## config.mk

```make
export PLATFORM = sky130hd
export DESIGN_NAME = ctrl_sync
export DESIGN_NICKNAME = d
export VERILOG_FILES = /design/src/design/ctrl_sync.sv
export SDC_FILE = /design/constraint.sdc
export NUM_CORES = 1
export LEC_CHECK = 0
export BUFFER_PORTS_ARGS = -buffer_cell sky130_fd_sc_hd__buf_2
export CORE_AREA = 10 10 47 49
export DETAILED_ROUTE_END_ITERATION = 10
export DIE_AREA = 0 0 57 59
export SLEW_MARGIN = 20
export SYNTH_ARGS = -nofsm -noshare
export SYNTH_HDL_FRONTEND = slang
export SYNTH_SLANG_ARGS = --single-unit
```

## constraint.sdc

```tcl
create_clock -name clk -period 0.8 [get_ports clk]
set_clock_uncertainty 0.2 [all_clocks]
set_input_delay 0.08 -clock clk [delete_from_list [all_inputs] [get_ports clk]]
set_output_delay 0.08 -clock clk [all_outputs]
set_load 0.1 [all_outputs]
```

## src/design/ctrl_sync.sv

```systemverilog
// Control level synchroniser
`timescale 1ns/1ps

module ctrl_sync (
   input  logic clk,
   input  logic rst_clk,
   input  logic start_replay_i,
   input  logic sw_rst_i,
   output logic start_p_o,
   output logic clear_p_o,
   output logic hold_o
);

   logic [2:0] start_sr_q;
   logic [2:0] clr_sr_q;
   // Bit 0 start, bit 1 clear
   logic [1:0] rise_q;

   always_ff @(posedge clk) begin
      if (rst_clk) begin
         start_sr_q <= '0;
         clr_sr_q   <= '0;
      end else begin
         start_sr_q <= {start_sr_q[1:0], start_replay_i};
         clr_sr_q   <= {clr_sr_q[1:0], sw_rst_i};
      end
   end

   // Pulse lands three clocks after the input edge
   always_ff @(posedge clk) begin
      if (rst_clk) begin
         rise_q <= '0;
      end else begin
         rise_q <= {clr_sr_q[1] & ~clr_sr_q[2], start_sr_q[1] & ~start_sr_q[2]};
      end
   end

   assign start_p_o = rise_q[0];
   assign clear_p_o = rise_q[1];

   // Clear level as seen in this domain, blocks new starts
   assign hold_o = clr_sr_q[2];

endmodule

```

# ---- Word-level counts from Yosys, hierarchy flattened
# Index checks and enable logic that the tools add are counted.
dict set report classes {
  n_bitwise 4
}
# op count
set ops {}
lappend ops {{$and A1 B1 Y1} 2}
lappend ops {{$not A1 Y1} 2}
dict set report word_totals {
  reg_bits 8
  word_cells 7
  in_bits 4
  out_inout_bits 3
}

# ---- Logic depth before layout (Yosys ltp)
dict set report depth {
  word_depth 2
  ltp_mapped 1
  mapped_depth_nobuf 1
}

# ---- Worst setup path before layout
# OpenSTA, ideal clock, no wires.
dict set report synth_path {
  kind {reg2reg}
  startpoint {register clr_sr_q[2]}
  endpoint {register rise_q[1]}
  path_stages_with_launch 2
  arrival_ns 1.033
  path_buffers 0
  period_less_slack_ns 1.391
  path_slack_ns -0.591
  setup_time_ns 0.158
  path_cell_list {dfxtp_1 > nor3b_2}
}
dict set report synth_between {
  elab_chain_len 2
}
# element line
set synth_lines {}
lappend synth_lines {{from (decl)} 15} ;# logic [2:0] clr_sr_q;
lappend synth_lines {{from (signal assigned)} 25} ;# clr_sr_q <= {clr_sr_q[1:0], sw_rst_i};
lappend synth_lines {{$not A1 Y1} 34} ;# rise_q <= {clr_sr_q[1] & ~clr_sr_q[2], start_sr_q[1] & ~start_sr_q[2]};
lappend synth_lines {{$and A1 B1 Y1} 34}
lappend synth_lines {{to (signal assigned)} 34}
lappend synth_lines {{to (decl)} 17} ;# logic [1:0] rise_q;
# No other way between the ends.
# A chain may end at the register's enable or synchronous reset.

# ---- Worst setup path after layout
dict set report layout_path {
  startpoint {register clr_sr_q[2]}
  endpoint {output hold_o}
}
# element line
set layout_rtl {}
lappend layout_rtl {{to (decl)} 11} ;# output logic hold_o
# No word-level cell between the ends.

==> flow_summary.yaml <==
clock_network:
  clock_path_buffers: 2
  clk_pin_slew_worst_paths_ps: 60
  clock_latency_ps: 240
  cts.sinks: 8
  cts_tree: "done"
  cts_resized: 0
  cts_inserted_buffers: 3
  h-tree-depth: 1
  root_buffer: "clkbuf_4"
floorplanning:
  die_area_um2: 3360
  fp.coreArea_um2: 1400
  pin_count: 7
  die_w_um: 57
  die_height_um: 59
  rows: 14
  start_util_pct: 15.9
synth:
  syn_avg_cell_area_um2: 13.9
  synth_top_family_by_area: "simple AND/OR/NAND/NOR gates"
  synth_compound_area_share_pct: 0
  ys_warn_count: 0
  synthDominantCellAreaShare_pct: 71.9
  synth_area_leader_cell: "dfxtp_1"
  netlist_instances: 16
  synth.area.mux_share_pct: 0
  ys_ff_latch: 8
  synthXorXnorAreaFrac_pct: 0
  synth_fa_ha_area_share_pct: 0
  synth.area.top_cells: "dfxtp_1 (72%), nor2b_1 (17%), nor3b_2 (11%)"
  synth-simple-area-share_pct: 28.1
  synth_area_um2: 223
  yosysUniqueCellTypes: 3
  synth_nets: 20
  ys_seq_area_share_pct: 71.9
min_path:
  min_from: "sw_rst_i"
  hold_class: "input pin to register"
sta:
  rsz0062_at_grt: "true"
  slew_headroom_pct: 90.1
  finalSetupViolCount: 4
  fin_setup_tns_ps: -797
  finalHoldViolations: 8
  drv_slew: 0
  setup_slack_ps: -250
  tightest_slew_ps: 149
  max_clock_freq_mhz: 952
  hold_slack_ps: -164
  min_period_ps: 1050
  period_share_pct: 131
critical_path:
  crit_arrival_ps: 770
  required_ps: 520
  critPathTopFamily: "flip-flops"
  critical_path.max_stage_delay_ps: 350
  critPathSlowestCell: "dfxtp_4"
  crit_buf_inv: 1
  start_kind: "register"
  critPathLaunch: "clr_sr_q[2]"
  path_cells: "buf_12"
  endpoint_kind: "output pin"
  timing.rr.start: "clr_sr_q[2]"
  crit_type: "register to output pin"
  cp_max_fo: 2
global_routing:
  grt_pass1_wl_um: 538
  grt_max_degree: 9
  grt_pass1_vias: 142
  grt_use_total_pct: 2.46
  grt-ovfl-total: 0
  antenna_found_initial: 0
power_and_ir_drop:
  power_frac_clock_pct: 39.8
  p_leak_uw: 0.000146
  p_switching_uw: 176
  seqPwrFrac_pct: 51.3
  ir_drop_uv: 676
  swShare_pct: 22.0
  p_int_uw: 627
  pwr-share-comb_pct: 8.9
  power_density_nw_per_um2: 2220
  total_power_uw: 804
finish:
  area_growth_pct: 62.9
  nets: 32
  stdcell_count: 43
  drive_above_1_share_pct: 55.6
  nFillCells: 151
  diodes: 0
detailed_routing:
  first_pass_iters: 2
  vias_per_cell: 3.09
  drt-total-wl_um: 316
  ant_nets: 0
  drtIter0Drc: 1
  post_drt_wl_per_cell_um: 7.35
  num_vias: 133
  drcViolationCount: 0
placed_design:
  io_buffers: 6
  dp_slack_ps: 5.34
  dp_cells: 38
  routabilityCongestion: 0.603
run:
  cap_viol_max_count: 0
status:
  status: "complete, but fails checks"
  violations: "hold timing, setup timing"
[cells in the mapped netlist]
| cell | number |
|---|---|
| nor3b_2 | 2 |
| dfxtp_1 | 8 |
| nor2b_1 | 6 |
[cells by family after synthesis]
family,Yosys count
DFF,8
and+or+nand+nor,8
[cells in the final DEF, fill, tap and decap left out]
cell,netlist,final
buf_12,0,3
buf_4,0,1
dfxtp_4,0,3
nor3b_2,2,2
clkbuf_1,0,1
clkbuf_4,0,3
nor2b_1,6,6
dfxtp_1,8,5
buf_2,0,3
[stage by stage]
step	cell area, µm²	utilization (%)	hold slack (ps)
2_1_floorplan	234	-	-59.9
6_report	363	25.9	-164
4_1_cts	363	25.9	-171
3_3_place_gp	329	23.5	86.4
3_5_place_dp	329	23.5	98.1
5_1_grt	363	25.9	-154
[final timing paths]
kind              slack, ps  depth (start not counted)     endpoint
setup / recovery       -250                          1       hold_o
hold / removal         -160                          2  clr_sr_q[0]
setup reg to reg        -70                          2    rise_q[1]
hold reg to reg         200                          1    rise_q[0]
[flip-flops by register name, summed over array words and instances (netlist names)]
register    count
clr_sr_q        3
rise_q          2
start_sr_q      3
[routing by layer]
layer	global-route usage, %	part of all wire (%)	up-vias
li1	-	-	72
met1	2.01	45	54
met3	2.79	20	0
met4	4.03	0	0
met2	2.33	35	7
met5	0	0	-
[power by group through the flow]
stage | logic (µW) | registers [µW] | clock network [µW]
floorplan | 11.1 | 448 | 0
global placement | 69.6 | 421 | 0
detailed placement | 70.3 | 421 | 0
CTS | 72.6 | 412 | 344
global route | 75.5 | 414 | 379
finish | 71.3 | 412 | 320
[repair_timing]
item / 4_1_cts / 5_1_grt
setup endpoints to repair: 3 / 4
cloned: 0 / 0
setup buffers: 1 / 0
hold endpoints to repair: 8 / 8
[cell type report]
class,instances,area [µm²],share of cell area (%)
clock buffers,4,26.3,7.24
multi-input cells,8,62.6,17.2
flip-flops and latches,8,171,47.2
well taps,16,20.0,5.52
repair buffers,7,82.6,22.8
Note: power is estimated with default switching activity, not from simulation.
