[src/design/replay_macros.svh]
// Replay engine widths and depths
`ifndef REPLAY_MACROS_SVH
`define REPLAY_MACROS_SVH

// Stream beat fields
`define DATA_W 128
`define KEEP_W 16
`define USER_W 32

// 1024 store words of four 36-bit lanes
`define MEM_ADDR_W 10
`define MEM_WORD_W 144

// Replay pass count
`define CNT_W 16

// Output FIFO
`define OUT_FIFO_DEPTH 16
// Free entries needed before another read goes out
`define SPACE_MARGIN 4

`endif

[src/design/pkt_replay.sv]
// Replay read sequencer
`timescale 1ns/1ps
`include "replay_macros.svh"

module pkt_replay (
   input  logic                   clk,
   input  logic                   rst_clk,
   input  logic                   start_i,
   input  logic                   clear_i,
   input  logic                   hold_i,
   input  logic [`CNT_W-1:0]      replay_count_i,
   input  logic [`MEM_ADDR_W-1:0] end_addr_i,
   input  logic                   has_data_i,
   input  logic                   rd_space_i,
   output logic                   rd_en_o,
   output logic [`MEM_ADDR_W-1:0] rd_addr_o,
   output logic                   busy_o
);

   logic                   busy_q;
   logic [`MEM_ADDR_W-1:0] rd_addr_q;
   logic [`CNT_W-1:0]      pass_q;
   logic [`CNT_W-1:0]      count_q;
   logic [`CNT_W-1:0]      pass_next;
   logic                   rd_en;
   logic                   pass_end;

   // One read per cycle, only while the output FIFO has room
   assign rd_en     = busy_q & rd_space_i & ~clear_i;
   assign pass_end  = (rd_addr_q == end_addr_i);
   assign pass_next = pass_q + 1'b1;

   always_ff @(posedge clk) begin
      if (rst_clk || clear_i) begin
         busy_q    <= 1'b0;
         rd_addr_q <= '0;
         pass_q    <= '0;
         count_q   <= '0;
      end else if (!busy_q) begin
         if (start_i && !hold_i && has_data_i) begin
            busy_q    <= 1'b1;
            rd_addr_q <= '0;
            pass_q    <= '0;
            count_q   <= replay_count_i;
         end
      end else if (rd_en) begin
         if (pass_end) begin
            rd_addr_q <= '0;
            pass_q    <= pass_next;
            // Count of 0 stops here as well, giving a single pass
            busy_q    <= (pass_next < count_q);
         end else begin
            rd_addr_q <= rd_addr_q + 1'b1;
         end
      end
   end

   assign rd_en_o   = rd_en;
   assign rd_addr_o = rd_addr_q;
   assign busy_o    = busy_q;

endmodule

[config.mk]
export PLATFORM = sky130hd
export DESIGN_NAME = pkt_replay
export DESIGN_NICKNAME = d
export VERILOG_FILES = /design/src/design/pkt_replay.sv
export VERILOG_INCLUDE_DIRS = /design/src /design/src/design
export SDC_FILE = /design/constraint.sdc
export NUM_CORES = 1
export LEC_CHECK = 0
export BUFFER_PORTS_ARGS = -buffer_cell sky130_fd_sc_hd__buf_4
export CORE_AREA = 4 4 77 79
export DETAILED_ROUTE_END_ITERATION = 10
export DIE_AREA = 0 0 81 83
export PLACE_DENSITY = 0.71
export SYNTH_ARGS = -nofsm -noshare
export SYNTH_HDL_FRONTEND = slang
export SYNTH_SLANG_ARGS = --single-unit
[constraint.sdc]
create_clock -name clk -period 3.46 [get_ports clk]
set_clock_uncertainty 0.05 [all_clocks]
set_input_delay 0.173 -clock clk [delete_from_list [all_inputs] [get_ports clk]]
set_output_delay 0.173 -clock clk [all_outputs]
set_load 0.01 [all_outputs]
## Word-level counts from Yosys, hierarchy flattened

Cells that the tools add are included.

| word-level totals | value |
|---|---|
| logic and storage cells | 34 |
| input bits | 33 |
| output and inout bits | 12 |
| bits in registers | 43 |

| operators by class | value |
|---|---|
| mux-type cells | 12 |
| bitwise operators | 4 |
| reduce and logical (&&, ||, !) cells | 8 |
| $lt $le $gt $ge | 1 |
| equal/unequal tests | 3 |
| add/subtract/negate cells | 2 |

Operators with widths:

| operator | count |
|---|---|
| two-way mux 16 bit | 4 |
| two-way mux 10 bit | 4 |
| adder 16 x 1 -> 16 bit, second input constant | 1 |
| < comparator 16 bit | 1 |
| adder 10 x 1 -> 10 bit, second input constant | 1 |
| equality test 10 bit | 1 |
| two-way mux 1 bit | 4 |
| AND reduction 2 bit | 2 |
| AND reduction 3 bit | 1 |
| AND 1 bit | 2 |
| logical AND 1 bit | 2 |
| != test 2 x 1 -> 1 bit, second input constant | 1 |
| != test 2 bit, second input constant | 1 |
| inverter 1 bit | 2 |
| nonzero test 2 bit | 1 |
| zero test 1 bit | 1 |
| logical OR 1 bit | 1 |

## Logic depth before layout (Yosys ltp)

| depth | value |
|---|---|
| depth after elaboration | 5 |
| mapped depth | 10 |
| gate-level depth less buffers | 10 |

## Worst setup path before layout

OpenSTA, ideal clock, no wires.

| timing path | value |
|---|---|
| path kind | register to register |
| start point | register pass_q[2] |
| end point | register busy_q, in the netlist busy_o |
| buffers on the path | 1 |
| setup time | 119 ps |
| required time | 3291 ps |
| arrival | 2677 ps |
| clock period less this slack | 2846 ps |
| setup slack | 614 ps |
| cell stages (with the launch flop) | 11 |
| path through | dfxtp_1 > and4_1 > clkbuf_1 > nand4_1 > o31a_1 > or2_2 > ha_1 > nand4_1 > a2111oi_0 > a211oi_1 > o221a_2 |

| on the way | value |
|---|---|
| word-level cells in the longest chain between the ends | 5 |

Ends and longest elaborated chain:

| what | line | RTL |
|---|---|---|
| from (decl) | pkt_replay.sv:22 | `` logic [`CNT_W-1:0] pass_q; `` |
| from (signal assigned) | pkt_replay.sv:49 | `pass_q <= pass_next;` |
| adder 16 x 1 -> 16 bit | pkt_replay.sv:31 | `assign pass_next = pass_q + 1'b1;` |
| < comparator 16 bit | pkt_replay.sv:51 | `busy_q <= (pass_next < count_q);` |
| two-way mux 1 bit | pkt_replay.sv:47 | `if (pass_end) begin` |
| two-way mux 1 bit | pkt_replay.sv:46 | `end else if (rd_en) begin` |
| two-way mux 1 bit | pkt_replay.sv:39 | `end else if (!busy_q) begin` |
| to (signal assigned) | pkt_replay.sv:51 |  |
| to (decl) | pkt_replay.sv:20 | `logic busy_q;` |

Every way passes these cells.
A chain may end at the register's enable or synchronous reset.

## Worst setup path in the final report

Same ends and word-level chain as after synthesis.

==> metrics.md <==
| Metric | Value |
|---|---|
| Status | `completed` |
| First-pass GRT wire length | `approximately 11000 um` |
| Pleak | `1.078 nW` |
| YS warnings | `0` |
| Syn_area_per_cell | `7.585 um2` |
| Diode count | `0` |
| Root buffer cell | `clkbuf_8` |
| WHS | `roughly 0.061 ns` |
| Commonest cells post-synth | `nand2_1, dfxtp_1, nand3_1` |
| Dominant cell type by area after synthesis | `dfxtp_1` |
| TritonCTS Buffers | `5` |
| Post-route ant nets | `0` |
| DPL Wire Length | `around 4500 um` |
| Post-synth ARST share | `0%` |
| Max Cap Violations | `0` |
| Post-route minimum period | `3.071 ns` |
| Element type at the critical path end | `flip-flop` |
| Critical Path Most Common Cell | `nand4_1` |
| Layout net count | `between 400 and 500` |
| Fin. Hold Viols | `0` |
| Fin cells | `approximately 450` |
| Worst-Skew Late Latency | `~0.30 ns` |
| Peak supply drop | `between 150 and 200 uV` |
| Core area | `roughly 5300 um2` |
| Distinct cell type count after synthesis | `44` |
| Hold-fix buffers at CTS | `0` |
| Via count | `2479` |
| FF+latch count, synth | `43` |
| RePlAce Congestion | `between 0.8 and 0.9` |
| PostCTS Resize Cnt | `0` |
| Drt first pass iters | `4` |
| Gr ovfl total | `0` |
| Critical path type | `reg -> reg` |
| Initial antenna violation count | `0` |
| Fillers | `550` |
| Die Y | `about 83 um` |
| CTS tree | `built` |
| Maximum clock path buffer count | `2` |
| Area of the mapped netlist | `roughly 2600 um2` |
| DRT Wirelength | `roughly 6100 um` |
| Starting Density | `48.17%` |
| Dpl cells | `between 400 and 500` |
| Vias in the first global route | `between 2000 and 2500` |
| Count leader, synth | `nand2_1` |
| Tightest Pin Transition | `0.8313 ns` |
| CP Buf/Inv Count | `0` |
| CP Data Arrival Time | `between 3 and 4 ns` |
| Slowest-stage cell, CP | `dfxtp_1` |
| Iter 0 DRT Violations | `around 140` |
| FMAX | `between 300 and 400 MHz` |
| Worst-path fanout max | `7` |
| GR Util All Layers | `19.23%` |
| Overall power | `around 0.00090 W` |
| Cell Pwr Density | `about 300 nW/um2` |
| CTS clock-pin slew for the worst setup and hold paths | `0.09 ns` |
| Detailed-route DRC error count | `0` |
| Full die area | `approximately 6700 um2` |
| Critical path startpoint category | `flip-flop` |
| Layout area overhead | `17.96%` |
| Worst path max stage delay | `roughly 0.42 ns` |
| Max Slew Vio Count | `0` |
| Post-synth EDFFs | `0` |
| DR WL/cell | `roughly 14 um` |
| Tcrit/Tclk final | `around nine tenths` |
| CP Cell Sequence | `and4_1, nand4_1, o31a_1, or2_2, ha_1, nand4_1, a2111oi_0, a211oi_1, o221a_2` |
| Setup_tns | `0 ns` |
| Top FF cell, synth | `dfxtp_1` |
| Row count | `27` |
| Worst EP required | `between 3 and 4 ns` |
| Clock tree sinks | `43` |
| Max-slew headroom | `between 40% and 50%` |
| Post-synthesis sequential area ratio | `33.48%` |
| Final core utilization | `about 57%` |
| Hold Path Class | `in -> reg` |
| Setup bufs post-CTS | `0` |
| Share of layout cells above drive strength 1 | `roughly 18%` |
| Overall die width | `about 80 um` |
| RSZ-0062 raised after global routing | `false` |
| Yosys top cell area share | `33.48%` |
| Port Buf Inserts | `44` |
| Boundary pin count | `45` |
| H-tree levels | `2` |
| Top post-synthesis cells by area | `dfxtp_1, nand2_1, ha_1` |
| Largest net degree at the start of global routing | `43` |
| Syn Nets | `389` |
| Finish-stage setup viols | `0` |
| Syn Inst Count | `339` |
| Via-per-instance ratio | `around 5.5` |
| CP delay by family, top | `compound AO/OA/AOI/OAI gates` |
tightest hold or removal path: cells and delay by family:
family	cells	cell delay, ns
buffers and inverters	1	0.11
AO/OA/AOI/OAI	1	0.05
AND/OR/NAND/NOR	1	0.04
final cells by class:
type / instances / area [um2] / share of cell area, %
Timing Repair Buffer: 47 / 352.8 / 11.63
Clock buffer: 5 / 68.82 / 2.269
Multi-Input combinational cell: 262 / 1577 / 51.98
Tap cell: 72 / 90.09 / 2.970
Sequential cell: 43 / 860.8 / 28.38
Clock inverter: 3 / 20.02 / 0.6601
Inverter: 17 / 63.81 / 2.104
cell families after synthesis:
logic type / Yosys count / synth area share (%)
xor gates and xnor gates: 20 / 6.813
muxes: 1 / 0.3893
and+or+nand+nor: 157 / 30.12
buffers and inverters: 34 / 5.402
DFF: 43 / 33.48
AOI/OAI and AO/OA: 67 / 15.52
adders and majority gates: 17 / 8.272
per-layer routing:
layer	wire, um	global-route usage, %	share of wire [%]
met5	0	0	0
met4	73	5.069	1.2
met2	3043	32.34	50
met3	324	4.338	5.3
met1	2696	24.41	44
metrics by stage:
| step | setup WS, ns | area [um2] |
|---|---|---|
| CTS | 0.4179 | 3033 |
| finish | 0.3889 | 3033 |
| floorplan | 0.6141 | 2571 |
| global placement | 0.5544 | 2944 |
| detailed placement | 0.4499 | 2944 |
| global route | 0.1827 | 3033 |
final timing paths:
kind | startpoint | endpoint | slack, ns | cells past startpoint
setup / recovery | pass_q[2] | busy_o | 0.39 | 9
hold / removal | replay_count_i[12] | count_q[12] | 0.06 | 3
hold reg to reg | count_q[5] | count_q[5] | 0.41 | 2
setup reg to reg | pass_q[2] | busy_o | 0.39 | 9
state kept, by name, indices dropped and copies added (netlist names):
| signal | cells |
|---|---|
| pass_q | 16 |
| count_q | 16 |
| rd_addr_o | 10 |
| busy_o | 1 |
cell usage in the layout (no fill, tap or decap), types with 2 or more instances in the layout:
cell,n
clkinvlp_4,2
nand3_1,37
ha_1,17
nand4_1,11
buf_4,47
nand2_1,61
and3_1,4
dfxtp_1,43
nand4b_1,2
nor3_1,5
a21oi_1,36
inv_1,16
or2_2,6
nor4_1,4
o21ai_0,4
or3_1,6
xor2_1,2
o31a_1,3
and4_1,2
o21a_1,3
a31oi_1,11
xnor2_1,18
nor2_1,11
clkbuf_8,5
report_power, final:
group	switching, W	internal (W)
logic	0.0000360	0.0000369
clock network	0.000182	0.000141
registers	0.00000195	0.000497
No activity file was read; power rests on OpenSTA's default activity.
