[src/design/replay_macros.svh]
// Replay engine widths and depths
`ifndef REPLAY_MACROS_SVH
`define REPLAY_MACROS_SVH

// Stream beat fields
`define DATA_W 128
`define KEEP_W 16
`define USER_W 32

// 1024 store words of four 36-bit lanes
`define MEM_ADDR_W 10
`define MEM_WORD_W 144

// Replay pass count
`define CNT_W 16

// Output FIFO
`define OUT_FIFO_DEPTH 16
// Free entries needed before another read goes out
`define SPACE_MARGIN 4

`endif

[src/design/replay_pkg.sv]
// Replay engine types
`include "replay_macros.svh"

package replay_pkg;

   // Byte count field from 1 to 16
   localparam int BYTES_W = 5;
   // Unused bits above the header flag
   localparam int PAD_W   = `MEM_WORD_W - `DATA_W - BYTES_W - 2;
   // Gap between the header flag and the user word
   localparam int RSVD_W  = `DATA_W + BYTES_W + 1 - `USER_W;

   typedef struct packed {
      logic [`DATA_W-1:0] data;
      logic [`KEEP_W-1:0] keep;
      logic [`USER_W-1:0] user;
      logic               last;
   } stream_beat_t;

   typedef struct packed {
      logic [PAD_W-1:0]   pad;
      logic               is_hdr;
      logic [RSVD_W-1:0]  rsvd;
      logic [`USER_W-1:0] user;
   } hdr_view_t;

   typedef struct packed {
      logic [PAD_W-1:0]   pad;
      logic               is_hdr;
      logic               last;
      logic [BYTES_W-1:0] bytes;
      logic [`DATA_W-1:0] data;
   } data_view_t;

   // is_hdr lands on the same bit in both views
   typedef union packed {
      hdr_view_t  hdr;
      data_view_t dat;
   } mem_word_u;

   typedef struct packed {
      logic                   en;
      logic [`MEM_ADDR_W-1:0] addr;
      mem_word_u              word;
   } mem_wr_t;

endpackage

[src/design/stream_rebuild.sv]
// Store word to stream beat rebuild
`timescale 1ns/1ps
`include "replay_macros.svh"

module stream_rebuild (
   input  logic                      clk,
   input  logic                      rst_clk,
   input  logic                      clear_i,
   input  logic                      rd_valid_i,
   input  replay_pkg::mem_word_u     rd_word_i,
   output logic                      rd_space_o,
   output replay_pkg::stream_beat_t  out_o,
   output logic                      out_valid_o,
   input  logic                      out_ready_i
);
   import replay_pkg::*;

   localparam int PTR_W  = $clog2(`OUT_FIFO_DEPTH);
   localparam int FILL_W = PTR_W + 1;
   localparam logic [FILL_W-1:0] SPACE_LIMIT = FILL_W'(`OUT_FIFO_DEPTH - `SPACE_MARGIN);

   stream_beat_t       fifo_q [`OUT_FIFO_DEPTH];
   logic [PTR_W-1:0]   wr_ptr_q;
   logic [PTR_W-1:0]   rd_ptr_q;
   logic [FILL_W-1:0]  fill_q;
   logic [`USER_W-1:0] user_q;
   stream_beat_t       beat;
   logic               push;
   logic               pop;

   // Byte count back to a contiguous keep mask
   always_comb begin
      beat.data = rd_word_i.dat.data;
      for (int i = 0; i < `KEEP_W; i++) begin
         beat.keep[i] = (i < int'(rd_word_i.dat.bytes));
      end
      beat.user = user_q;
      beat.last = rd_word_i.dat.last;
   end

   assign push = rd_valid_i & ~rd_word_i.hdr.is_hdr;
   assign pop  = out_valid_o & out_ready_i;

   always_ff @(posedge clk) begin
      if (push) begin
         fifo_q[wr_ptr_q] <= beat;
      end
   end

   always_ff @(posedge clk) begin
      if (rst_clk || clear_i) begin
         wr_ptr_q <= '0;
         rd_ptr_q <= '0;
         fill_q   <= '0;
         user_q   <= '0;
      end else begin
         // User word rides on the first data beat only
         if (rd_valid_i) begin
            user_q <= rd_word_i.hdr.is_hdr ? rd_word_i.hdr.user : '0;
         end
         if (push) begin
            wr_ptr_q <= wr_ptr_q + 1'b1;
         end
         if (pop) begin
            rd_ptr_q <= rd_ptr_q + 1'b1;
         end
         fill_q <= fill_q + FILL_W'(push) - FILL_W'(pop);
      end
   end

   // First word fall-through
   assign out_valid_o = (fill_q != '0);
   assign out_o       = fifo_q[rd_ptr_q];

   // Leaves room for reads still in flight
   assign rd_space_o = (fill_q < SPACE_LIMIT);

endmodule

[config.mk]
export PLATFORM = sky130hd
export DESIGN_NAME = stream_rebuild
export DESIGN_NICKNAME = d
export VERILOG_FILES = /design/src/design/replay_pkg.sv /design/src/design/stream_rebuild.sv
export VERILOG_INCLUDE_DIRS = /design/src /design/src/design
export SDC_FILE = /design/constraint.sdc
export NUM_CORES = 2
export LEC_CHECK = 0
export CAP_MARGIN = 20
export CELL_PAD_IN_SITES_DETAIL_PLACEMENT = 0
export CELL_PAD_IN_SITES_GLOBAL_PLACEMENT = 1
export CORE_ASPECT_RATIO = 2
export CORE_MARGIN = 5
export CORE_UTILIZATION = 35
export CTS_CLUSTER_SIZE = 25
export DETAILED_ROUTE_END_ITERATION = 7
export DONT_BUFFER_PORTS = 1
export PLACE_DENSITY = 0.6
export SLEW_MARGIN = 20
export SYNTH_ARGS = -nofsm -noshare
export SYNTH_HDL_FRONTEND = slang
export SYNTH_SLANG_ARGS = --single-unit
export TNS_END_PERCENT = 100
[constraint.sdc]
create_clock -name clk -period 12.62 [get_ports clk]
set_clock_uncertainty 0.2 [all_clocks]
set_input_delay 0 -clock clk [delete_from_list [all_inputs] [get_ports clk]]
set_output_delay 0 -clock clk [all_outputs]
set_load 0.01 [all_outputs]
Word level (Yosys, flattened, before mapping)
Memories as Yosys holds them, arrays and structs flattened. A register that Yosys moved wholly into a read port is not among the register bits.
Index checks and enable logic that the tools add are counted.

word-level totals
  logic and storage cells = 36
  memories = 1
  flip-flop bits (word level) = 45
  bits in writable memories = 2832
  output and inout bits = 179

cells by class
  muxes and demuxes = 5
  order comparisons = 17
  bitwise gates (word level) = 3
  reductions and logical operators = 2
  add/subtract/negate cells = 4

memory list
  name    depth  bits a word  rd ports  clocked after memory_dff  wr ports  line                  source
  fifo_q  16     177          1         1                         1         stream_rebuild.sv:22  stream_beat_t fifo_q [`OUT_FIFO_DEPTH];

operators with widths
  kind                                                 number
  < comparator 4 x 5 -> 1 bit (first input constant)   8
  two-way mux 32 bit                                   1
  < comparator 3 x 5 -> 1 bit (first input constant)   4
  < comparator 1 x 5 -> 1 bit (first input constant)   2
  < comparator 2 x 5 -> 1 bit (first input constant)   2
  adder 4 x 1 -> 4 bit (second input constant)         2
  two-way mux 4 bit                                    2
  adder 5 x 1 -> 5 bit                                 1
  < comparator 5 x 4 -> 1 bit (second input constant)  1
  nonzero test 5 bit                                   1
  subtractor 5 x 1 -> 5 bit                            1
  AND 1 bit                                            2
  two-way mux 1 bit                                    2
  logical OR 1 bit                                     1
  inverter 1 bit                                       1

Depth between registers and ports, before layout
  depth after elaboration = 4
  gate-level depth with buffers = 15

Least setup slack after synthesis
No wires, ideal clock.

  path kind = flip-flop to flip-flop
  from = register wr_ptr_q[0]
  to = memory fifo_q[3][0] (netlist bit), enable pin
  cell stages (with the launch flop) = 4
  path slack = -1.104 ns
  data arrival time = 12.594 ns
  path buffers = 0
  period minus slack after synthesis = 13.724 ns
  cell sequence = dfxtp_1 -> ha_1 -> nand2_1 -> nor3_1

RTL lines
  element                   line                  source
  start: declaration        stream_rebuild.sv:23  logic [PTR_W-1:0] wr_ptr_q;
  start signal: assignment  stream_rebuild.sv:62  wr_ptr_q <= wr_ptr_q + 1'b1;
  end: declaration          stream_rebuild.sv:22

Straight into the memory's write port.

==> results.yml <==
sta:
  min_period_over_period_pct: 41.8
  period_minus_slack_ps: 5270
  max_freq_mhz: 190
  final.setup.worst_slack_ps: 7350
  max_slew_margin_pct: 24.7
  hold_viol: 0
  setup_viol: 0
  tightestPinTransition_ps: 1130
  rsz0062_at_grt: "no"
  fin_tns_setup_ps: 0
  finalMaxSlewViolations: 0
  fin_hold_ws_ps: 46.2
layout:
  n_fill_cell: 27000
  final_area_um2: 124000
  fin_util_pct: 40.4
  fin_nets: 5261
  drive_above_1_share_pct: 22.9
  area_growth_pct: 15.0
synthesis:
  netlist.area_leader.share_pct: 78.7
  yosys.area.top_type: "edfxtp_1"
  yosys_warnings: 0
  syn_area_um2: 108000
  synth_area_leaders: "edfxtp_1, mux4_2, a22oi_1"
  seq_area_frac_synth_pct: 79.6
  ys_seq_elements: 2881
  postSynthAreaPerCell_um2: 23.0
  synth_nets: 4856
  syn_inst: 4694
  synth.distinct_cells: 36
routing:
  drt_iter0_drc: 3888
  num_vias: 49600
  drc: 0
  viasPerCell: 5.29
  drtAntennaViolNets: 0
  wl_per_cell_um: 29.3
  finalWirelength_mm: 274
  dr.pass1.iters: 6
place:
  place_congestion: 0.700
  place_worst_setup_slack_ps: 7860
  dp_hpwl_mm: 146
  place_area_um2: 113000
  port_buffers: 0
clocking:
  cts_sinks: 2881
  clk_latency_ps: 880
  clockBufferDepth: 4
  postCtsSetupBuffers: 0
  cts_tree: "built"
  h-tree-depth: 5
  postCtsResizedCells: 0
  cts_root_buf: "clkbuf_16"
  cts-buffers-inserted: 269
  path_clk_slew_ps: 60
critical_path:
  arrival_ps: 5070
  end_kind: "output pin"
  regToRegStartpoint: "wr_ptr_q[2]"
  regToRegSetupSlack_ps: 8030
  critical_path_class: "flop to output pin"
  crit_required_ps: 12420
  critPathMaxFanout: 93
  ff2ff_path_depth: 5
  timing.rr.end: "fifo_q[13][105]"
  setup.worst_path.start_class: "flop"
min_path:
  holdPathEnd: "fifo_q[0][79]"
  hp-class: "input pin to flop"
  hold_start: "rd_word_i[30]"
  hold_path_depth: 1
power:
  vdd_ir_drop_max_mv: 0.145
  powerDensity_nw_per_um2: 160
  p_leak_nw: 37.6
floorplanning:
  pin_count: 328
  initial_core_util_pct: 35.1
  core_um2: 307000
  core.rowCount: 288
  die_w_um: 403
  die_h_um: 796
  die-area_um2: 320000
global_route:
  grt_pass1_wl_mm: 391
  grt_overflow: 0
  grt_pass1_vias: 53600
  grtUsageTotal_pct: 16.8
  antenna_found_initial: 22
  grt_max_degree: 105
run:
  cap_viol_max_count: 0
outcome:
  status: "completed"
-- critical path, cell delays in order (launching register included) --
cell	delay (ps)
dfxtp_4	690
buf_12	620
buf_12	570
buf_4	870
mux4_2	600
o22ai_1	220
nor2_1	170
-- through the flow --
stage	instances	total power, W
final	9370	0.0199
after detailed placement	8612	0.0120
after global routing	9369	0.0206
after CTS	9364	0.0202
after global placement	8610	0.0120
after floorplan	4694	0.0117
-- Yosys cell counts --
cell type and count:
edfxtp_1 2832, mux4_2 676, a22oi_1 200, nand2_1 139, o22ai_1 138, nor2_1 130
clkbuf_1 109, buf_2 82, mux2i_1 80, dfxtp_1 49, a21oi_1 38, nor2b_1 38
buf_6 29, buf_4 28, nand4_1 17, o21ai_0 17, inv_1 15, buf_1 13
ha_1 12, nand2b_1 11, nor3_1 6, or2_2 6, xor2_1 6, nand3_1 5
and2_1 3, a21o_1 2, a31o_2 2, or3_1 2, xnor2_1 2, a41o_1 1
and2_0 1, and3_1 1, fa_1 1, o21a_1 1, o21ai_1 1, or4b_2 1
-- worst max-delay path by stage --
stage                            from               to  slack, ps  cells past startpoint
after global placement    wr_ptr_q[2]  fifo_q[12][120]       7900                      5
after global routing             flop       out_o[163]       6830                      6
after CTS                        flop       out_o[117]       7130                      6
final                            flop       out_o[117]       7350                      6
after detailed placement  wr_ptr_q[2]  fifo_q[14][155]       7860                      5
after floorplan           wr_ptr_q[2]    fifo_q[14][0]       3550                      3
-- sequential cells by signal (all words and copies together), names as in the netlist, named ones only --
name / count
fill_q: 5
rd_ptr_q: 4
fifo_q: 2832
wr_ptr_q: 4
user_q: 32
-- per-layer routing --
layer / part of all wire (%) / routed length [um] / global-route usage [%]
met1: 38 / 104000 / 20.4
met2: 54 / 148000 / 31.0
met3: 6.1 / 16900 / 3.44
met4: 2.1 / 5660 / 3.77
met5: 0.0047 / 13 / 0
-- cell usage in the layout (no fill, tap or decap), types with 4 or more instances in the layout --
master	n
mux2i_1	80
xor2_1	6
nor2_4	13
buf_4	103
dfxtp_1	45
clkinv_2	47
dlygate4sd3_1	274
clkinv_4	5
clkinvlp_4	8
or2_2	6
nor2b_1	34
nand2_1	138
edfxtp_1	2832
nand2b_1	9
dfxtp_4	4
inv_16	4
ha_1	12
nor2_1	116
clkbuf_1	49
a22oi_1	200
clkbuf_8	4
bufinv_16	21
clkinv_1	49
inv_6	14
inv_1	15
nand4_1	17
a21oi_1	38
nor3_4	4
mux4_2	676
nand3_1	5
clkbuf_16	273
o22ai_1	138
diode_2	5
o21ai_0	16
buf_12	15
-- layout make-up --
class | count | area [um^2] | share of cell area (%)
Antenna cell | 5 | 12.5 | 0.0101
Clock buffer | 326 | 7070 | 5.69
Clock inverter | 151 | 1400 | 1.13
Inverter | 15 | 56.3 | 0.0453
Multi-Input combinational cell | 1537 | 20700 | 16.7
Sequential cell | 2881 | 86000 | 69.2
Tap cell | 4060 | 5080 | 4.09
Timing Repair Buffer | 395 | 3880 | 3.12
-- logic make-up (layout without fill, tap and decap cells) --
logic type / count (synthesis) / in the layout / synth area share (%)
buffers and inverters: 276 / 887 / 1.35
XOR/XNOR: 8 / 8 / 0.0649
other: 0 / 5 / 0
flip-flops: 2881 / 2881 / 79.6
adder cells (fa/ha/maj): 13 / 13 / 0.158
AND/OR/NAND/NOR: 360 / 360 / 1.45
AO/OA/AOI/OAI: 400 / 400 / 2.50
multiplexers: 756 / 756 / 14.8
-- report_power, final --
| part | switching [W] | internal (W) | total, W |
|---|---|---|---|
| Combinational | 0.000745 | 0.000612 | 0.00136 |
| Sequential | 0.0000324 | 0.0105 | 0.0106 |
| Clock | 0.00352 | 0.00446 | 0.00798 |
| Total | 0.00430 | 0.0156 | 0.0199 |
-- repair_timing --
item	CTS	global route
hold buffers	275	0
hold endpoints to repair	2512	0
setup endpoints to repair	0	0
Power figures use the tool's default switching activity.
