[config.mk]
export PLATFORM = sky130hd
export DESIGN_NAME = pkt_capture
export DESIGN_NICKNAME = d
export VERILOG_FILES = /design/src/design/replay_pkg.sv /design/src/design/pkt_capture.sv
export VERILOG_INCLUDE_DIRS = /design/src /design/src/design
export SDC_FILE = /design/constraint.sdc
export NUM_CORES = 1
export LEC_CHECK = 0
export ABC_AREA = 0
export BUFFER_PORTS_ARGS = -buffer_cell sky130_fd_sc_hd__buf_2
export CAP_MARGIN = 15
export CORE_AREA = 2 2 135 137
export DETAILED_ROUTE_END_ITERATION = 6
export DIE_AREA = 0 0 137 139
export SYNTH_ARGS = -nofsm -noshare
export SYNTH_HDL_FRONTEND = slang
export SYNTH_SLANG_ARGS = --single-unit
export TNS_END_PERCENT = 1
[constraint.sdc]
create_clock -name clk -period 11.1 [get_ports clk]
set_clock_uncertainty 0.2 [all_clocks]
set_input_delay 2.22 -clock clk [delete_from_list [all_inputs] [get_ports clk]]
set_output_delay 2.22 -clock clk [all_outputs]
set_load 0.005 [all_outputs]
[src/design/replay_macros.svh]
// Replay engine widths and depths
`ifndef REPLAY_MACROS_SVH
`define REPLAY_MACROS_SVH

// Stream beat fields
`define DATA_W 128
`define KEEP_W 16
`define USER_W 32

// 1024 store words of four 36-bit lanes
`define MEM_ADDR_W 10
`define MEM_WORD_W 144

// Replay pass count
`define CNT_W 16

// Output FIFO
`define OUT_FIFO_DEPTH 16
// Free entries needed before another read goes out
`define SPACE_MARGIN 4

`endif

[src/design/replay_pkg.sv]
// Replay engine types
`include "replay_macros.svh"

package replay_pkg;

   // Byte count field from 1 to 16
   localparam int BYTES_W = 5;
   // Unused bits above the header flag
   localparam int PAD_W   = `MEM_WORD_W - `DATA_W - BYTES_W - 2;
   // Gap between the header flag and the user word
   localparam int RSVD_W  = `DATA_W + BYTES_W + 1 - `USER_W;

   typedef struct packed {
      logic [`DATA_W-1:0] data;
      logic [`KEEP_W-1:0] keep;
      logic [`USER_W-1:0] user;
      logic               last;
   } stream_beat_t;

   typedef struct packed {
      logic [PAD_W-1:0]   pad;
      logic               is_hdr;
      logic [RSVD_W-1:0]  rsvd;
      logic [`USER_W-1:0] user;
   } hdr_view_t;

   typedef struct packed {
      logic [PAD_W-1:0]   pad;
      logic               is_hdr;
      logic               last;
      logic [BYTES_W-1:0] bytes;
      logic [`DATA_W-1:0] data;
   } data_view_t;

   // is_hdr lands on the same bit in both views
   typedef union packed {
      hdr_view_t  hdr;
      data_view_t dat;
   } mem_word_u;

   typedef struct packed {
      logic                   en;
      logic [`MEM_ADDR_W-1:0] addr;
      mem_word_u              word;
   } mem_wr_t;

endpackage

[src/design/pkt_capture.sv]
// Packet capture into the store
`timescale 1ns/1ps
`include "replay_macros.svh"

module pkt_capture (
   input  logic                     clk,
   input  logic                     rst_clk,
   input  logic                     clear_i,
   input  replay_pkg::stream_beat_t in_i,
   input  logic                     in_valid_i,
   output logic                     in_ready_o,
   output replay_pkg::mem_wr_t      mem_wr_o,
   output logic [`MEM_ADDR_W-1:0]   end_addr_o,
   output logic                     has_data_o
);
   import replay_pkg::*;

   typedef enum logic {
      ST_HDR,
      ST_DATA
   } cap_state_e;

   cap_state_e             state_q;
   logic [`MEM_ADDR_W-1:0] wr_addr_q;
   logic [`MEM_ADDR_W-1:0] end_addr_q;
   logic                   has_data_q;
   logic [BYTES_W-1:0]     byte_cnt;
   logic                   wr_en;
   mem_word_u              wr_word;

   // Keep is contiguous from byte 0, so its population count is the length
   always_comb begin
      byte_cnt = '0;
      for (int i = 0; i < `KEEP_W; i++) begin
         byte_cnt = byte_cnt + BYTES_W'(in_i.keep[i]);
      end
   end

   always_comb begin
      wr_word = '0;
      if (state_q == ST_HDR) begin
         wr_word.hdr.is_hdr = 1'b1;
         wr_word.hdr.user   = in_i.user;
      end else begin
         wr_word.dat.last  = in_i.last;
         wr_word.dat.bytes = byte_cnt;
         wr_word.dat.data  = in_i.data;
      end
   end

   // Header cycle writes without taking the beat
   assign wr_en      = in_valid_i & ~clear_i;
   assign in_ready_o = (state_q == ST_DATA) & ~clear_i;
   assign mem_wr_o   = '{en: wr_en, addr: wr_addr_q, word: wr_word};

   always_ff @(posedge clk) begin
      if (rst_clk || clear_i) begin
         state_q    <= ST_HDR;
         wr_addr_q  <= '0;
         end_addr_q <= '0;
         has_data_q <= 1'b0;
      end else if (wr_en) begin
         wr_addr_q  <= wr_addr_q + 1'b1;
         end_addr_q <= wr_addr_q;
         has_data_q <= 1'b1;
         if (state_q == ST_HDR) begin
            state_q <= ST_DATA;
         end else if (in_i.last) begin
            state_q <= ST_HDR;
         end
      end
   end

   assign end_addr_o = end_addr_q;
   assign has_data_o = has_data_q;

endmodule

; After elaboration in Yosys (flattened, before gate mapping)
; Cells that the tools add are included.
[totals]
reg_bits = 22
latch_bits = 0
mem_bits_rw = 0
rom_bits = 0
in_bits = 181
out_inout_bits = 167
wordCells = 29
n_memories = 0
[classes]
n_addsub = 16
n_mul = 0
div = 0
order_cmp = 0
n_eq_ne = 0
shift = 0
mux = 5
n_bitwise = 3
n_reduce_logical = 1
[op_table]
columns = cell, n
row1 = 2-to-1 mux 102 bit, 1
row2 = adder 5 x 1 -> 5 bit, 11
row3 = 2-to-1 mux 32 bit, 1
row4 = adder 10 x 1 -> 10 bit (second input constant), 1
row5 = adder 4 x 1 -> 5 bit, 1
row6 = adder 3 x 1 -> 4 bit, 1
row7 = adder 2 x 1 -> 3 bit, 1
row8 = 2-to-1 mux 1 bit, 3
row9 = adder 1 x 1 -> 2 bit, 1
row10 = AND 1 bit, 2
row11 = logical OR 1 bit, 1
row12 = inverter 1 bit, 1

; Longest topological paths before layout
; Gate-level depths: netlist of run 1.
[depth]
depth_word = 16
ltp_mapped = 12
mapped_depth_nobuf = 12

; Least setup slack after synthesis of run 1
; No wires, ideal clock.
[synth_timing]
kind = in2out
start = input in_i[33] (netlist bit)
end = output mem_wr_o[130] (netlist bit)
arrival_ps = 5055
path_slack_ps = 3625
stages = 10
path_cell_list = inv_1 fa_1 fa_1 fa_1 fa_1 inv_1 ha_1 fa_1 xnor2_1 nor2_1
[synth_lines]
columns = item, line
row1 = from (decl), pkt_capture.sv:9  ; input replay_pkg::stream_beat_t in_i,
row2 = to (decl), pkt_capture.sv:12  ; output replay_pkg::mem_wr_t mem_wr_o,

==> metrics, run 1 <==
Via density=3.72; number of synthesized flops with an enable pin=0; status=complete, no violations; io pins=348; clock tree root driver cell=clkbuf_16; core area=17700 sq um; pin count of the biggest net entering global routing=83; logic gate share of total power=47.5%; Initial Utilization=13.6%; Worst setup EP type=primary output; antenna-violating nets left=0; Num CTS Buffers=3; Worst Path Max Fanout=2; worst reg-to-reg setup slack=9.34 ns; fin crit share=69.9%; global route total overflow=0; DRT iter0 DRCs=53; first-pass GRT wire length=18800 microns; die area=19000 sq um; Pleak=0.00256 uW; critical path required time=8.68 ns; post-synthesis async set-or-reset flop share=0%; Die X=137 microns; register area share after synthesis=18.3%; min-delay worst type=reg2reg; Area Growth Syn to Fin=81.3%; synthesized instance count=303; Synth top area share=25.8%; DRC Markers=0; routed wire length per instance=16.3 microns; layout cells sized above 1=60.4%; Worst EP arrival=5.34 ns; final core utilization=24.7%; Hold Path Stages=2; Power Density=72.4 nW/um^2; CTS resizes=0; H-tree depth=1; sequential share of power=26.1%; crit path time final=7.76 ns; max-cap viol count=0; slew margin rel.=59.7%; CTS tree=done; Seq cells post-synth=22; Final Hold Fails=0; Power, Total=315 uW; startpoint types=input port; Peak VDD IR=0.0717 mV; Worst-path clk slew=0.06 ns; Buffers on Ports=338; Yosys warnings=0; Fmax achieved=129 MHz; Worst Setup SP=in_i[33]; kind of critical path=in2out; hpwl dp=12400 microns; worst skew pair latency=0.25 ns; Net Sw Power=101 uW; Reg-to-Reg Start=wr_addr_q[2]$_SDFFE_PP0P_; Die Height=139 microns; count leader, synth=and2_1; number of global-route vias before repair=3154; Slew Limit Fails=0; leading area contributor after synthesis=and2_1; fin nets=822; FF-to-FF End=wr_addr_q[8]$_SDFFE_PP0P_; clock sink count=22; row count=49; RSZ-0062 raised after global routing=no; Clock Tree Buf Depth=2; CTS hold repair buffers=0; area of the mapped netlist=2400 sq um; Yosys cell types=27; gr usage total=13.4%; via count=3176; Clk pwr share=26.4%; Post-CTS Setup Bufs=0; synth cell count leaders=and2_1 (99), mux2_2 (32), inv_1 (28); Worst Reg-to-Reg Cells=3; initial antenna violation count=1; top post-synthesis cells by area=and2_1 (26%), dfxtp_1 (18%), mux2_2 (15%); drt pass-1 iters=4; Mean Syn Cell Area=7.93 sq um; Setup crit end=mem_wr_o[130]; Internal=215 uW; routability cong.=0.831; Sw Ratio=32.0%; drt total wl=13900 microns; Most used DFF post-synth=dfxtp_1; Least-Margin Pin Slew=0.604 ns; TNS Setup=0 ns; setup violators final=0
==> worst min path at each step <==
stage                               start                    endpoint  slack [ns]
6_report       end_addr_o[3]$_SDFFE_PP0P_  end_addr_o[3]$_SDFFE_PP0P_        0.26
5_1_grt        end_addr_o[0]$_SDFFE_PP0P_  end_addr_o[0]$_SDFFE_PP0P_        0.28
4_1_cts        end_addr_o[3]$_SDFFE_PP0P_  end_addr_o[3]$_SDFFE_PP0P_        0.26
3_5_place_dp   end_addr_o[3]$_SDFFE_PP0P_  end_addr_o[3]$_SDFFE_PP0P_        0.25
3_3_place_gp   end_addr_o[3]$_SDFFE_PP0P_  end_addr_o[3]$_SDFFE_PP0P_        0.25
2_1_floorplan  end_addr_o[0]$_SDFFE_PP0P_  end_addr_o[0]$_SDFFE_PP0P_        0.25
==> power by group through the flow <==
| stage | Sequential (uW) | Combinational (uW) | Clock, uW |
|---|---|---|---|
| after floorplan | 81.7 | 85.3 | 0 |
| after global placement | 84.3 | 148 | 0 |
| after detailed placement | 84.3 | 152 | 0 |
| after CTS | 82.5 | 153 | 84.7 |
| after global routing | 82.9 | 172 | 87.0 |
| final | 82.4 | 150 | 83.3 |
==> per-stage QoR <==
step | cell area [sq um] | setup slack [ns] | hold WS, ns | std cells
finish | 4350 | 3.34 | 0.256 | 854
global route | 4350 | 3.19 | 0.277 | 853
CTS | 4350 | 3.32 | 0.256 | 853
detailed placement | 4260 | 3.34 | 0.247 | 849
global placement | 4260 | 3.34 | 0.248 | 849
floorplan | 2430 | 3.62 | 0.253 | 311
==> state kept, by name, summed over array words and instances (netlist names) <==
signal and cells:
end_addr_o 10, has_data_o 1, state_q 1, wr_addr_q 10
==> placed cells by master (no fill, tap or decap), drive strengths merged, types with 4 or more instances in the layout <==
cell type    n
or3          5
a21oi       10
dfxtp       22
buf        339
ha           6
nor2        18
inv         28
o21ai        4
and2        99
mux2        32
nand2        8
conb         9
nand3        5
clkbuf       4
mux2i       11
fa          10
==> routing by layer <==
metal	track usage [%]	vias up	share of wire [%]
li1	-	1585	-
met1	15.1	1404	38
met2	22.4	183	45
met3	7.89	4	16
met4	1.41	0	0.71
met5	0	-	0
==> critical path: stages <==
cell,delay (ns)
buf_2,0.07
inv_1,0.05
fa_1,0.57
fa_1,0.45
fa_1,0.48
fa_1,0.48
inv_1,0.04
ha_1,0.20
fa_1,0.41
xnor2_1,0.18
nor2_1,0.06
buf_2,0.13
==> area by class of cell <==
cell class,instances,area [sq um]
inverters,28,105
repair buffers,339,1700
flip-flops and latches,22,444
multi-input cells,231,1730
fillers,1976,13300
well taps,229,287
clock buffers,4,88.8
diodes,1,2.50
==> kinds of logic (layout without fill, tap and decap cells) <==
group           count (synthesis)  count (layout)  synth area share [%]
compound gates                 18              18                  4.17
xor+xnor                        3               3                  1.09
fa+ha+maj                      16              16                  11.5
buf+inv                        58             371                  11.0
flops                          22              22                  18.3
mux                            43              43                  19.6
other cells                     1              10                 0.156
simple gates                  142             142                  34.2
Power figures use the tool's default switching activity.
==> run 2: changes to the inputs <==
--- a/config.mk
+++ b/config.mk
@@ -6,12 +6,12 @@
 export SDC_FILE = /design/constraint.sdc
 export NUM_CORES = 1
 export LEC_CHECK = 0
-export ABC_AREA = 0
+export ABC_AREA = 1
 export BUFFER_PORTS_ARGS = -buffer_cell sky130_fd_sc_hd__buf_2
 export CAP_MARGIN = 15
-export CORE_AREA = 2 2 135 137
+export CORE_AREA = 2 2 136 138
 export DETAILED_ROUTE_END_ITERATION = 6
-export DIE_AREA = 0 0 137 139
+export DIE_AREA = 0 0 138 140
 export SYNTH_ARGS = -nofsm -noshare
 export SYNTH_HDL_FRONTEND = slang
 export SYNTH_SLANG_ARGS = --single-unit
==> constraint.sdc (replaced) <==
create_clock -name clk -period 7.9 [get_ports clk]
set_clock_uncertainty 0.2 [all_clocks]
set_input_delay 1.58 -clock clk [delete_from_list [all_inputs] [get_ports clk]]
set_output_delay 1.58 -clock clk [all_outputs]
set_load 0.005 [all_outputs]
==> run 2 against run 1 <==
- flip-flop and latch count did not move
- core utilization rose by 0.66 points
- synthesized cell count rose by 63%
- die area rose by 1.5%
- highest routed layer unchanged
==> metrics, run 2 <==
number of global-route vias before repair=3848 (+22%); clock tree root driver cell=clkbuf_16; slew margin rel.=54.1% (-5.6 points); first-pass GRT wire length=20600 microns (+9.4%); commonest non-fill, non-tap cell in the layout=buf_2; Die X=138 microns (+0.73%); Area Growth Syn to Fin=74.1%; Peak VDD IR=0.0888 mV (+24%); synth cell count leaders=nand2_1 (212), inv_1 (131), nor2_1 (39); startpoint types=input port; final core utilization=25.3% (+0.66 points); number of synthesized flops with an enable pin=0 (unchanged); max-cap viol count=0 (unchanged); Worst Path Max Fanout=3 (+1); HP Start=end_addr_o[3]$_SDFFE_PP0P_; WP buf/inv=4 (unchanged); synthesized instance count=495 (+63%); Area after DPL=4410 sq um (+3.5%); TNS Setup=0 ns (unchanged); row count=49 (unchanged); Final Non-Filler Cells=1044 (+22%); Power Density=96.4 nW/um^2 (+33%); Post-CTS Setup Bufs=0 (unchanged); RSZ-0062 raised after global routing=no; die area=19300 sq um (+1.5%); min-delay worst type=reg2reg; Pleak=0.00352 uW (+38%); CTS hold repair buffers=0 (unchanged); leading area contributor after synthesis=nand2_1; crit path time final=6.50 ns; Final Hold Fails=0 (unchanged); Yosys warnings=0 (unchanged); Seq cells post-synth=22 (unchanged); Worst Setup SP=in_i[33]; critical path required time=6.12 ns (-2.56 ns); Worst setup EP type=primary output; Worst-path clk slew=0.06 ns (about the same); fin crit share=82.2%; cell area after layout=4500 sq um (+3.4%); Fmax achieved=154 MHz; global route total overflow=0 (unchanged); Initial Utilization=14.5% (+0.94 points); CTS tree=done; Least-Margin Pin Slew=0.688 ns (+0.0841 ns); CTS resizes=0 (unchanged); Die Height=140 microns (+0.72%); setup violators final=0 (unchanged); layout cells sized above 1=43.2% (-17 points); Worst EP arrival=4.72 ns (-0.62 ns); status=complete, no violations; core area=17800 sq um (+0.69%); Mean Syn Cell Area=5.22 sq um (-34%); Synth top area share=30.8% (+5.0 points); Buffers on Ports=338 (unchanged); CP peak stage delay=0.56 ns (about the same); clock sink count=22 (unchanged); pin count of the biggest net entering global routing=71 (-14%); worst skew pair latency=0.25 ns (about the same); fin nets=1013 (+23%); via count=3913 (+23%); top post-synthesis cells by area=nand2_1 (31%), inv_1 (19%), dfxtp_1 (17%); Yosys cell types=28 (+3.7%); hpwl dp=11400 microns (-7.7%); Most used DFF post-synth=dfxtp_1; area of the mapped netlist=2590 sq um (+7.7%); Crit path max-delay family=adder cells; routed wire length per instance=13.0 microns (-20%); most frequent cells in the layout=buf_2 (338), nand2_1 (212), inv_1 (131), nor2_1 (39), dfxtp_1 (21); count leader, synth=nand2_1; drt total wl=13600 microns (-2.6%); Num CTS Buffers=3 (unchanged); DRC Markers=0 (unchanged); drt pass-1 iters=4 (unchanged); Reg-to-Reg Start=state_q$_SDFFE_PP0P_; H-tree depth=1 (unchanged); kind of critical path=in2out; Placed Cells=1040 (+22%); CP most frequent cell=fa_1; Clock Tree Buf Depth=2 (unchanged); slowest CP cell=fa_1; initial antenna violation count=0 (-1); antenna cells=0 (-1); register area share after synthesis=17.0% (-1.3 points); CP cell instances=buf_2 > inv_1 > fa_1 > fa_1 > fa_1 > fa_1 > inv_1 > ha_1 > fa_1 > o21ai_0 > a21oi_1 > buf_2; routability cong.=0.888 (+6.9%); DRT iter0 DRCs=124 (+130%); Slew Limit Fails=0 (unchanged); io pins=348 (unchanged); gr usage total=13.1% (-0.28 points); post-synthesis async set-or-reset flop share=0% (unchanged); Via density=3.75 (+0.78%); antenna-violating nets left=0 (unchanged)
## run 2: cell families after synthesis
kind of cell             Yosys count  synth area share (%)
AO/OA/AOI/OAI                     23                  4.98
adder cells (fa/ha/maj)           16                  10.6
buffers and inverters            167                  27.5
flip-flops                        22                  17.0
other                              1                 0.145
AND/OR/NAND/NOR                  266                  39.7
## run 2: final timing paths
check / slack (ns) / cells past startpoint / end
hold reg to reg: 0.26 / 2 / end_addr_o[3]$_SDFFE_PP0P_
setup / recovery: 1.40 / 12 / mem_wr_o[130]
hold / removal: 0.26 / 2 / end_addr_o[3]$_SDFFE_PP0P_
setup reg to reg: 5.62 / 4 / state_q$_SDFFE_PP0P_
## run 2: area by class of cell
cell class | count | area [sq um]
fillers | 2044 | 13300
repair buffers | 340 | 1710
multi-input cells | 314 | 1460
inverters | 135 | 512
flip-flops and latches | 22 | 444
well taps | 229 | 287
clock buffers | 4 | 88.8
## run 2: per-layer routing
metal / vias up / GRT usage (%) / share of wire, %
met5: - / 0 / 0
met4: 0 / 3.87 / 3.0
met3: 18 / 3.04 / 7.7
met2: 201 / 21.9 / 46
met1: 1693 / 16.8 / 43
li1: 2001 / - / -
## run 2: where the power goes
group | internal (uW) | leakage [uW] | switching [uW]
registers | 113 | 0.000180 | 4.83
clock network | 77.3 | 0.0000442 | 40.6
logic | 95.1 | 0.00330 | 103
total | 286 | 0.00352 | 148
## run 2: tightest hold or removal path, delay by kind of cell (launching register included)
| kind | cells | cell delay, ns |
|---|---|---|
| flip-flops | 1 | 0.31 |
| AND/OR/NAND/NOR | 1 | 0.06 |
| AO/OA/AOI/OAI | 1 | 0.05 |
## run 2: through the flow
stage	hold WS (ns)	power (uW)	worst slack, ns
finish	0.259	434	1.40
global route	0.307	473	1.24
CTS	0.268	439	1.41
detailed placement	0.259	320	1.41
global placement	0.261	316	1.45
floorplan	0.255	229	1.72
